===== src/source/lc3b_isa_pkg.sv =====
package lc3b_isa_pkg;

	localparam int LC3B_WORD_WIDTH = 16;

	typedef logic [LC3B_WORD_WIDTH-1:0] lc3b_word;
	typedef logic [2:0] lc3b_reg;

	// Encodings 1010 and 1011 are unused in LC-3b.
	typedef enum logic [3:0] {
		op_br   = 4'b0000,
		op_add  = 4'b0001,
		op_ldb  = 4'b0010,
		op_stb  = 4'b0011,
		op_jsr  = 4'b0100,
		op_and  = 4'b0101,
		op_ldr  = 4'b0110,
		op_str  = 4'b0111,
		op_rti  = 4'b1000,
		op_not  = 4'b1001,
		op_jmp  = 4'b1100,
		op_shf  = 4'b1101,
		op_lea  = 4'b1110,
		op_trap = 4'b1111
	} lc3b_opcode;

	function automatic logic opcode_writes_reg(lc3b_opcode op);
		logic writes;
		case (op)
			op_add, op_and, op_not, op_ldr, op_lea, op_ldb: writes = 1'b1;
			default: writes = 1'b0;
		endcase
		return writes;
	endfunction

endpackage


===== src/source/rob_pkg.sv =====
package rob_pkg;

	localparam int ROB_TAG_WIDTH = 3;
	localparam int ROB_DEPTH = 2 ** ROB_TAG_WIDTH;

	// Entry index, also handed out as the instruction tag.
	typedef logic [ROB_TAG_WIDTH-1:0] rob_tag;

	// Written once at dispatch, in program order.
	typedef struct packed {
		lc3b_isa_pkg::lc3b_opcode opcode;
		lc3b_isa_pkg::lc3b_reg    dest;
		logic                     predict;
	} rob_dispatch_t;

	// Written at writeback, by tag.
	typedef struct packed {
		lc3b_isa_pkg::lc3b_word value;
		logic                   taken;
	} rob_result_t;

endpackage


===== src/source/rob_field_array.sv =====
`timescale 1ns/1ps

module rob_field_array #(
	parameter type payload_t = rob_pkg::rob_dispatch_t
) (
	input  logic           clk,
	input  logic           we,
	input  rob_pkg::rob_tag waddr,
	input  payload_t       wdata,
	input  rob_pkg::rob_tag raddr,
	output payload_t       rdata
);

	import rob_pkg::*;

	payload_t mem [ROB_DEPTH];

	always_ff @(posedge clk)
	begin
		if (we)
		begin
			mem[waddr] <= wdata;
		end
	end

	// Head read is combinational.
	assign rdata = mem[raddr];

endmodule


===== src/source/rob_control.sv =====
`timescale 1ns/1ps

module rob_control (
	input  logic                  clk,
	input  logic                  rst_n,
	input  logic                  disp_valid,
	input  logic                  wb_valid,
	input  rob_pkg::rob_tag       wb_tag,
	input  rob_pkg::rob_dispatch_t head_dispatch,
	input  rob_pkg::rob_result_t  head_result,
	input  logic                  retire_ready,
	output logic                  disp_ready,
	output rob_pkg::rob_tag       tail_tag,
	output logic                  disp_we,
	output logic                  wb_we,
	output rob_pkg::rob_tag       head_tag,
	output logic                  pop,
	output logic                  pop_mispredict,
	output logic                  flush
);

	import lc3b_isa_pkg::*;
	import rob_pkg::*;

	rob_tag                 head;
	rob_tag                 tail;
	logic [ROB_TAG_WIDTH:0] count;
	logic [ROB_DEPTH-1:0]   allocated;
	logic [ROB_DEPTH-1:0]   complete;
	logic                   head_mispredict;

	assign head_tag = head;
	assign tail_tag = tail;

	// A branch mispredicts when its resolved direction differs from the guess.
	always_comb
	begin
		head_mispredict = (head_dispatch.opcode == op_br) &&
			(head_result.taken != head_dispatch.predict);
	end

	// Complete implies allocated, so an empty buffer never pops.
	assign pop = complete[head] && retire_ready;
	assign pop_mispredict = pop && head_mispredict;
	assign flush = pop_mispredict;

	assign disp_ready = (count < ROB_DEPTH) && !flush;
	assign disp_we = disp_valid && disp_ready;

	// Writebacks to free entries are dropped.
	assign wb_we = wb_valid && allocated[wb_tag];

	always_ff @(posedge clk)
	begin
		if (!rst_n)
		begin
			head      <= '0;
			tail      <= '0;
			count     <= '0;
			allocated <= '0;
			complete  <= '0;
		end
		else if (flush)
		begin
			// Everything younger than the branch is discarded.
			head      <= '0;
			tail      <= '0;
			count     <= '0;
			allocated <= '0;
			complete  <= '0;
		end
		else
		begin
			if (disp_we)
			begin
				allocated[tail] <= 1'b1;
				complete[tail]  <= 1'b0;
				tail            <= tail + 1'b1;
			end

			if (wb_we)
			begin
				complete[wb_tag] <= 1'b1;
			end

			// Retirement frees the head slot; comes last so it wins over writeback.
			if (pop)
			begin
				allocated[head] <= 1'b0;
				complete[head]  <= 1'b0;
				head            <= head + 1'b1;
			end

			case ({disp_we, pop})
				2'b10:   count <= count + 1'b1;
				2'b01:   count <= count - 1'b1;
				default: count <= count;
			endcase
		end
	end

endmodule


===== src/source/rob_retire_queue.sv =====
`timescale 1ns/1ps

module rob_retire_queue (
	input  logic                     clk,
	input  logic                     rst_n,
	input  logic                     push,
	input  rob_pkg::rob_dispatch_t   push_dispatch,
	input  rob_pkg::rob_result_t     push_result,
	input  logic                     push_mispredict,
	input  logic                     cmt_ready,
	output logic                     retire_ready,
	output logic                     cmt_valid,
	output lc3b_isa_pkg::lc3b_opcode cmt_opcode,
	output lc3b_isa_pkg::lc3b_reg    cmt_dest,
	output lc3b_isa_pkg::lc3b_word   cmt_value,
	output logic                     cmt_reg_we,
	output logic                     cmt_mispredict
);

	import lc3b_isa_pkg::*;
	import rob_pkg::*;

	rob_dispatch_t slot_dispatch [2];
	rob_result_t   slot_result [2];
	logic          slot_mispredict [2];
	logic          wr_ptr;
	logic          rd_ptr;
	logic [1:0]    count;
	logic          drain;

	assign retire_ready = (count < 2'd2);
	assign cmt_valid = (count != 2'd0);
	assign drain = cmt_valid && cmt_ready;

	always_ff @(posedge clk)
	begin
		if (push)
		begin
			slot_dispatch[wr_ptr]   <= push_dispatch;
			slot_result[wr_ptr]     <= push_result;
			slot_mispredict[wr_ptr] <= push_mispredict;
		end
	end

	always_ff @(posedge clk)
	begin
		if (!rst_n)
		begin
			wr_ptr <= 1'b0;
			rd_ptr <= 1'b0;
			count  <= 2'd0;
		end
		else
		begin
			if (push)
			begin
				wr_ptr <= ~wr_ptr;
			end
			if (drain)
			begin
				rd_ptr <= ~rd_ptr;
			end
			case ({push, drain})
				2'b10:   count <= count + 2'd1;
				2'b01:   count <= count - 2'd1;
				default: count <= count;
			endcase
		end
	end

	assign cmt_opcode = slot_dispatch[rd_ptr].opcode;
	assign cmt_dest = slot_dispatch[rd_ptr].dest;
	assign cmt_value = slot_result[rd_ptr].value;
	assign cmt_mispredict = slot_mispredict[rd_ptr];
	assign cmt_reg_we = cmt_valid && opcode_writes_reg(cmt_opcode);

endmodule


===== src/source/rob_top.sv =====
`timescale 1ns/1ps

module rob_top (
	input  logic                     clk,
	input  logic                     rst_n,
	input  logic                     disp_valid,
	input  lc3b_isa_pkg::lc3b_opcode disp_opcode,
	input  lc3b_isa_pkg::lc3b_reg    disp_dest,
	input  logic                     disp_predict,
	input  logic                     wb_valid,
	input  rob_pkg::rob_tag          wb_tag,
	input  lc3b_isa_pkg::lc3b_word   wb_value,
	input  logic                     wb_taken,
	input  logic                     cmt_ready,
	output logic                     disp_ready,
	output rob_pkg::rob_tag          disp_tag,
	output logic                     cmt_valid,
	output lc3b_isa_pkg::lc3b_opcode cmt_opcode,
	output lc3b_isa_pkg::lc3b_reg    cmt_dest,
	output lc3b_isa_pkg::lc3b_word   cmt_value,
	output logic                     cmt_reg_we,
	output logic                     cmt_mispredict,
	output logic                     flush
);

	import rob_pkg::*;

	rob_dispatch_t disp_payload;
	rob_result_t   wb_payload;
	rob_dispatch_t head_dispatch;
	rob_result_t   head_result;
	rob_tag        tail_tag;
	rob_tag        head_tag;
	logic          disp_we;
	logic          wb_we;
	logic          pop;
	logic          pop_mispredict;
	logic          retire_ready;

	assign disp_payload = '{opcode: disp_opcode, dest: disp_dest, predict: disp_predict};
	assign wb_payload = '{value: wb_value, taken: wb_taken};
	assign disp_tag = tail_tag;

	rob_control control0 (
		.clk            (clk),
		.rst_n          (rst_n),
		.disp_valid     (disp_valid),
		.wb_valid       (wb_valid),
		.wb_tag         (wb_tag),
		.head_dispatch  (head_dispatch),
		.head_result    (head_result),
		.retire_ready   (retire_ready),
		.disp_ready     (disp_ready),
		.tail_tag       (tail_tag),
		.disp_we        (disp_we),
		.wb_we          (wb_we),
		.head_tag       (head_tag),
		.pop            (pop),
		.pop_mispredict (pop_mispredict),
		.flush          (flush)
	);

	rob_field_array #(.payload_t(rob_dispatch_t)) dispatch_store0 (
		.clk   (clk),
		.we    (disp_we),
		.waddr (tail_tag),
		.wdata (disp_payload),
		.raddr (head_tag),
		.rdata (head_dispatch)
	);

	rob_field_array #(.payload_t(rob_result_t)) result_store0 (
		.clk   (clk),
		.we    (wb_we),
		.waddr (wb_tag),
		.wdata (wb_payload),
		.raddr (head_tag),
		.rdata (head_result)
	);

	rob_retire_queue retire_queue0 (
		.clk             (clk),
		.rst_n           (rst_n),
		.push            (pop),
		.push_dispatch   (head_dispatch),
		.push_result     (head_result),
		.push_mispredict (pop_mispredict),
		.cmt_ready       (cmt_ready),
		.retire_ready    (retire_ready),
		.cmt_valid       (cmt_valid),
		.cmt_opcode      (cmt_opcode),
		.cmt_dest        (cmt_dest),
		.cmt_value       (cmt_value),
		.cmt_reg_we      (cmt_reg_we),
		.cmt_mispredict  (cmt_mispredict)
	);

endmodule


===== config.mk =====
export PLATFORM = sky130hd
export DESIGN_NAME = rob_top
export DESIGN_NICKNAME = d
export VERILOG_FILES = /design/src/source/lc3b_isa_pkg.sv /design/src/source/rob_pkg.sv /design/src/source/rob_field_array.sv /design/src/source/rob_control.sv /design/src/source/rob_retire_queue.sv /design/src/source/rob_top.sv
export SDC_FILE = /design/constraint.sdc
export NUM_CORES = 1
export LEC_CHECK = 0
export BUFFER_PORTS_ARGS = -buffer_cell sky130_fd_sc_hd__clkbuf_2
export CAP_MARGIN = 20
export CELL_PAD_IN_SITES_DETAIL_PLACEMENT = 0
export CELL_PAD_IN_SITES_GLOBAL_PLACEMENT = 1
export CORE_MARGIN = 4
export CORE_UTILIZATION = 50
export CTS_BUF_LIST = sky130_fd_sc_hd__clkbuf_4 sky130_fd_sc_hd__clkbuf_8
export DETAILED_ROUTE_END_ITERATION = 12
export PLACE_DENSITY_LB_ADDON = 0.1
export SYNTH_ARGS = -nofsm -noshare
export SYNTH_HDL_FRONTEND = slang
export SYNTH_SLANG_ARGS = --single-unit

===== constraint.sdc =====
create_clock -name clk -period 3.7 [get_ports clk]
set_input_delay 0.185 -clock clk [delete_from_list [all_inputs] [get_ports clk]]
set_output_delay 0.185 -clock clk [all_outputs]
set_load 0.005 [all_outputs]

==> results of run 1 <==
[layout by cell type, fill, tap and decap left out, types with 3 or more instances in the layout]
| cell type | instances |
|---|---|
| nand3_1 | 4 |
| nand2b_1 | 3 |
| mux4_2 | 43 |
| nor2b_1 | 7 |
| dlygate4sd3_1 | 26 |
| edfxtp_1 | 248 |
| dfxtp_1 | 32 |
| xor2_1 | 7 |
| clkinv_1 | 13 |
| ha_1 | 6 |
| nand2_1 | 15 |
| nor3_1 | 4 |
| mux4_1 | 5 |
| clkbuf_8 | 46 |
| xnor2_1 | 11 |
| and2_1 | 3 |
| o21ai_0 | 4 |
| clkbuf_4 | 15 |
| nor3_2 | 4 |
| buf_4 | 21 |
| mux2_2 | 47 |
| nor2_2 | 6 |
| a211oi_1 | 5 |
| a21oi_1 | 13 |
| inv_1 | 9 |
| or3_1 | 4 |
| nor2_1 | 33 |
| mux2i_1 | 10 |
| clkbuf_2 | 63 |
[worst paths after layout]
kind,start,end,slack (ns),cells past startpoint
worst max-delay path,flip-flop,control0.count[2],0.32,13
worst min-delay path,cmt_ready,retire_queue0.rd_ptr,0.10,4
worst max register to register,flip-flop,control0.count[2],0.32,13
worst min register to register,control0.allocated[2],control0.allocated[2],0.46,2
[state kept, by name, indices dropped and copies added (netlist names), named ones only]
| name | flops |
|---|---|
| control0.count | 4 |
| control0.head_tag | 3 |
| retire_queue0.slot_result | 32 |
| control0.allocated | 8 |
| control0.tail_tag | 3 |
| retire_queue0.slot_mispredict | 2 |
| control0.complete | 8 |
| retire_queue0.count | 2 |
| dispatch_store0.mem | 64 |
| retire_queue0.wr_ptr | 1 |
| result_store0.mem | 136 |
| retire_queue0.slot_dispatch | 14 |
| retire_queue0.rd_ptr | 1 |
[critical path: stages (launching register included)]
cell and delay, ns:
dfxtp_4 0.50, mux4_1 0.60, mux2_2 0.32, nor2_2 0.15, nand3_2 0.15, o21ai_0 0.29, ha_1 0.32, xor2_1 0.10
ha_1 0.18, a21oi_1 0.18, xor2_1 0.17, nor2_1 0.06, xnor2_1 0.16, nor2_1 0.05
[stage by stage]
stage / worst slack (ns) / instances / power (uW) / utilization
final: 0.325 / 1013 / 6120 / 0.600
after global routing: 0.0769 / 1013 / 6360 / 0.600
after CTS: 0.258 / 1013 / 6190 / 0.600
after detailed placement: 0.292 / 910 / 3750 / 0.549
after global placement: 0.412 / 910 / 3740 / 0.549
after floorplan: 0.749 / 573 / 3670 / -
[metal layers]
layer  global-route usage  vias to the layer above  share of wire
met1                0.255                     2831           0.42
met5                    0                        -              0
met4               0.0512                        0          0.016
met3               0.0379                       31          0.064
met2                0.294                      162           0.50
li1                     -                     2537              -
[kinds of logic after synthesis]
family,Yosys count,synth area share
multiplexers,105,0.157
adder cells (fa/ha/maj),6,0.00683
buffers and inverters,33,0.0156
AO/OA/AOI/OAI,31,0.0184
XOR/XNOR,18,0.0143
AND/OR/NAND/NOR,98,0.0478
flip-flops,282,0.740
[timing repair]
action                     4_1_cts  5_1_grt
buffers inserted                 0        0
hold endpoints to repair       205        0
gates resized for setup          0        1
setup endpoints to repair        0        1
hold buffers                    26        0
[power groups by stage]
stage	Clock [uW]	Combinational, uW	Sequential, uW
floorplan	0	100	3570
global placement	0	166	3580
detailed placement	0	173	3580
CTS	2490	196	3510
global route	2640	215	3510
finish	2410	193	3510
[final cells by class]
class | instances | area share
clock buffers | 61 | 0.0584
clock inverters | 16 | 0.00558
inverters | 10 | 0.00294
multi-input cells | 258 | 0.211
flip-flops and latches | 282 | 0.637
well taps | 275 | 0.0269
repair buffers | 111 | 0.0583
==> impl_results.md, run 1 <==
- Setup TNS: 0 ns
- Final Hold Fails: 0
- Fin area: 12800 um^2
- Synthesized area per cell: 19.2 um^2
- WL/cell: 21.3 um
- Largest area contributor in the netlist: edfxtp_1
- Synthesized flop and latch total: 282
- Vias in the first global route: 5925
- Pre-Repair DR Iteration Count: 4
- Initial DRC count: 355
- Full die area: 24400 um^2
- Core Footprint: 21300 um^2
- Final setup vio count: 0
- Fin Hold WS: 0.105 ns
- Htree depth: 2
- Final HPWL DP: 13.2 mm
- Cts bufs inserted: 45
- Initial antenna violation count: 0
- First-pass GRT wire length: 33.4 mm
- Sequential share of power: 0.574
- Row Count: 53
- Global route overflow: 0
- DRT Wirelength: 21.6 mm
- Top_reg_cell synth: edfxtp_1
- Max_cap viols: 0
- DIE WIDTH: 156 um
- Post-synth EDFFs: 248
- Result of the run: complete, no violations
- Maximum vdd drop: 0.265 mV
- Cell Pwr Density: 479 nW/um^2
- Sw frac: 0.203
- Synthesized Nets: 612
- Top cells by instance count after synthesis: edfxtp_1, mux2_2, mux4_2
- Worst relative slew slack: 0.310
- Setup Crit Path Kind: reg2reg
- Internal: 4880 uW
- Logic pwr share: 0.032
- Total track usage: 0.182
- Skew final: 0.00937 ns
- Clock network fraction of design power: 0.395
- CTS tree: yes
- FF/Latch Area: 8130 um^2
- Clock-pin transition on the worst setup and hold timing paths: 0.06 ns
- Layout cells sized above 1: 0.351
- RSZ-0062 raised after global routing: false
- Layout area overhead: 16.2%
- Post-Place Cell Area: 11700 um^2
- Critical path arrival: 3.76 ns
- Mapped Cells: 573
- DRC: 0
- Clk Latency, worst-skew pair: 0.54 ns
- Die Ht: 156 um
- Max-slew violations: 0
- # clock sinks: 282
- Vias per inst: 5.49
- Maximum clock rate: 0.296 GHz
- Top Ports: 64
- Startpoint Class: flip-flop
- I/O Buffers: 63
- Filler cell count: 1535
- Clock tree buffer depth: 3
- Syn. warnings: 0
- Root Buffer: clkbuf_8
- Area share of the largest cell type after synthesis: 0.678
- Final period util: 0.912
- Via count: 5561
- Maximum number of pins on one net before global-route repair: 29
- Starting density of the core: 0.516
- Ant. Diodes: 0
- Nets: 747
- Placer congestion estimate: 0.756
- Cell variety after synth: 45
- Antenna Violating Nets Remaining: 0
- Count leader, synth: edfxtp_1
- Worst EP required: 4.09 ns
- Post-synth ARST share: 0
- Post-synthesis sequential area ratio: 0.740
- Least-Margin Pin Slew: 1.03 ns
- HP Class: in2reg
- Crit path max fanout: 13
- Synthesized area: 11000 um^2
- Leakage: 0.00427 uW
- Ranking of synthesized cells by area: edfxtp_1, mux4_2, dfxtp_1
- P_sw: 1240 uW
- Multi-input combinational cell area: 2700 um^2
- Worst setup EP type: flip-flop
- Min cycle time layout: 3.38 ns
(Power assumes the default switching activity.)
==> run 2: changes to the inputs <==
- PLACE_DENSITY: not set -> 0.83
- PLACE_DENSITY_LB_ADDON: 0.1 -> not set
==> impl_results.md, run 2 (synthesis results as in run 1) <==
- Sequential share of power: 0.578
- CP max stage delay: 0.60 ns
- Global route overflow: 0
- Setup TNS: 0 ns
- WL/cell: 20.5 um
- Cell Pwr Density: 473 nW/um^2
- CP Cell Sequence: mux4_1 -> mux2_2 -> nor2_2 -> nand3_2 -> o21ai_0 -> ha_1 -> xor2_1 -> ha_1 -> a21oi_1 -> xor2_1 -> nor2_1 -> xnor2_1 -> nor2_1
- Fin Hold WS: 0.111 ns
- # clock sinks: 282
- P_sw: 1230 uW
- Maximum vdd drop: 0.203 mV
- Worst relative slew slack: 0.227
- Root Buffer: clkbuf_8
- Top Ports: 64
- Crit path max fanout: 14
- Cts bufs inserted: 43
- Core Footprint: 21300 um^2
- Largest Register: result_store0.mem
- Result of the run: complete, no violations
- Maximum number of pins on one net before global-route repair: 31
- Slowest stage cell, crit path: mux4_1
- CTS tree: yes
- Die Ht: 156 um
- Setup Crit Path Kind: reg2reg
- Sw frac: 0.203
- Internal: 4840 uW
- Vias in the first global route: 5908
- Worst setup EP type: flip-flop
- Max_cap viols: 0
- Most frequent cells in the layout: edfxtp_1, clkbuf_2, mux2_2
- HP Class: in2reg
- Max-slew violations: 0
- RSZ-0062 raised after global routing: false
- Vias per inst: 5.45
- Top Registers: result_store0.mem: 136 flops, dispatch_store0.mem: 64 flops, retire_queue0.slot_result: 32 flops
- Layout cells sized above 1: 0.352
- DIE WIDTH: 156 um
- Critical path arrival: 3.80 ns
- DRT Wirelength: 20.9 mm
- Critical hold path startpoint: cmt_ready
- Min cycle time layout: 3.41 ns
- CP Buf/Inv Count: 0
- Via count: 5541
- Placer congestion estimate: 0.790
- Clk Latency, worst-skew pair: 0.55 ns
- I/O Buffers: 63
- CP top delay family: multiplexers
- DRC: 0
- Max reg flops: 136
- Worst EP required: 4.09 ns
- Commonest non-fill, non-tap cell in the layout: edfxtp_1
- Post-CTS Resized: 0
- First-pass GRT wire length: 32.7 mm
- Clock tree buffer depth: 3
- Skew final: 0.0277 ns
- Final Hold Fails: 0
- Total track usage: 0.176
- Layout area overhead: 16.7%
- Row Count: 53
- Final HPWL DP: 12.7 mm
- Htree depth: 2
- Initial antenna violation count: 1
- Starting density of the core: 0.516
- Pre-Repair DR Iteration Count: 5
- Logic pwr share: 0.032
- Clock-pin transition on the worst setup and hold timing paths: 0.06 ns
- Clock network fraction of design power: 0.389
- Final period util: 0.922
- Final setup vio count: 0
- Startpoint Class: flip-flop
- Full die area: 24400 um^2
- Leakage: 0.00428 uW
- Least-Margin Pin Slew: 1.16 ns
- Nets: 748
- Initial DRC count: 420
- Antenna Violating Nets Remaining: 0
- Maximum clock rate: 0.293 GHz
-- run 2: layout make-up --
cell class              instances  area, um^2
multi-input cells             258        2700
diodes                          1        2.50
repair buffers                114         816
clock buffers                  59         718
inverters                      10        37.5
well taps                     275         344
flip-flops and latches        282        8130
fillers                      1520        8460
clock inverters                18        82.6
-- run 2: metrics by stage --
step | total power [uW] | worst slack, ns | utilization | area, um^2 | instances
global route | 6300 | 0.0158 | 0.603 | 12800 | 1017
detailed placement | 3750 | 0.310 | 0.551 | 11700 | 911
global placement | 3740 | 0.441 | 0.551 | 11700 | 911
finish | 6070 | 0.290 | 0.603 | 12800 | 1017
CTS | 6120 | 0.281 | 0.601 | 12800 | 1014
floorplan | 3670 | 0.749 | - | 11000 | 573
-- run 2: repair_timing --
| item | CTS | global route |
|---|---|---|
| buffers inserted | 0 | 0 |
| hold buffers | 26 | 0 |
| hold endpoints to repair | 205 | 0 |
| endpoints found under the setup margin | 0 | 0 |
-- run 2: path summary, 6_finish.rpt --
check                           slack [ns]                    end  cells after the start
worst max-delay path                  0.29      control0.count[2]                     13
worst min-delay path                  0.11   retire_queue0.rd_ptr                      4
worst max register to register        0.29      control0.count[2]                     13
worst min register to register        0.46  control0.allocated[4]                      2
-- run 2: routing by layer --
| metal | vias to the layer above | part of all wire | GRT usage | wire length (um) |
|---|---|---|---|---|
| met3 | 27 | 0.055 | 0.0371 | 1140 |
| met2 | 161 | 0.50 | 0.285 | 10400 |
| met4 | 0 | 0.017 | 0.0529 | 349 |
| met1 | 2806 | 0.43 | 0.243 | 8950 |
| met5 | - | 0 | 0 | 0 |
| li1 | 2547 | - | - | - |
-- run 2: worst reg2reg max path: stages, from the launching register on --
cell     delay, ns
dfxtp_2       0.59
mux4_1        0.61
mux2_2        0.31
nor2_2        0.15
nand3_2       0.14
o21ai_0       0.27
ha_1          0.31
xor2_1        0.10
ha_1          0.19
a21oi_1       0.16
xor2_1        0.18
nor2_1        0.08
xnor2_1       0.13
nor2_1        0.05
-- run 2: power groups by stage --
| stage | combinational (uW) | clock (uW) | sequential, uW |
|---|---|---|---|
| 5_1_grt | 217 | 2570 | 3510 |
| 3_5_place_dp | 175 | 0 | 3580 |
| 2_1_floorplan | 100 | 0 | 3570 |
| 4_1_cts | 199 | 2420 | 3510 |
| 3_3_place_gp | 167 | 0 | 3570 |
| 6_report | 197 | 2360 | 3510 |
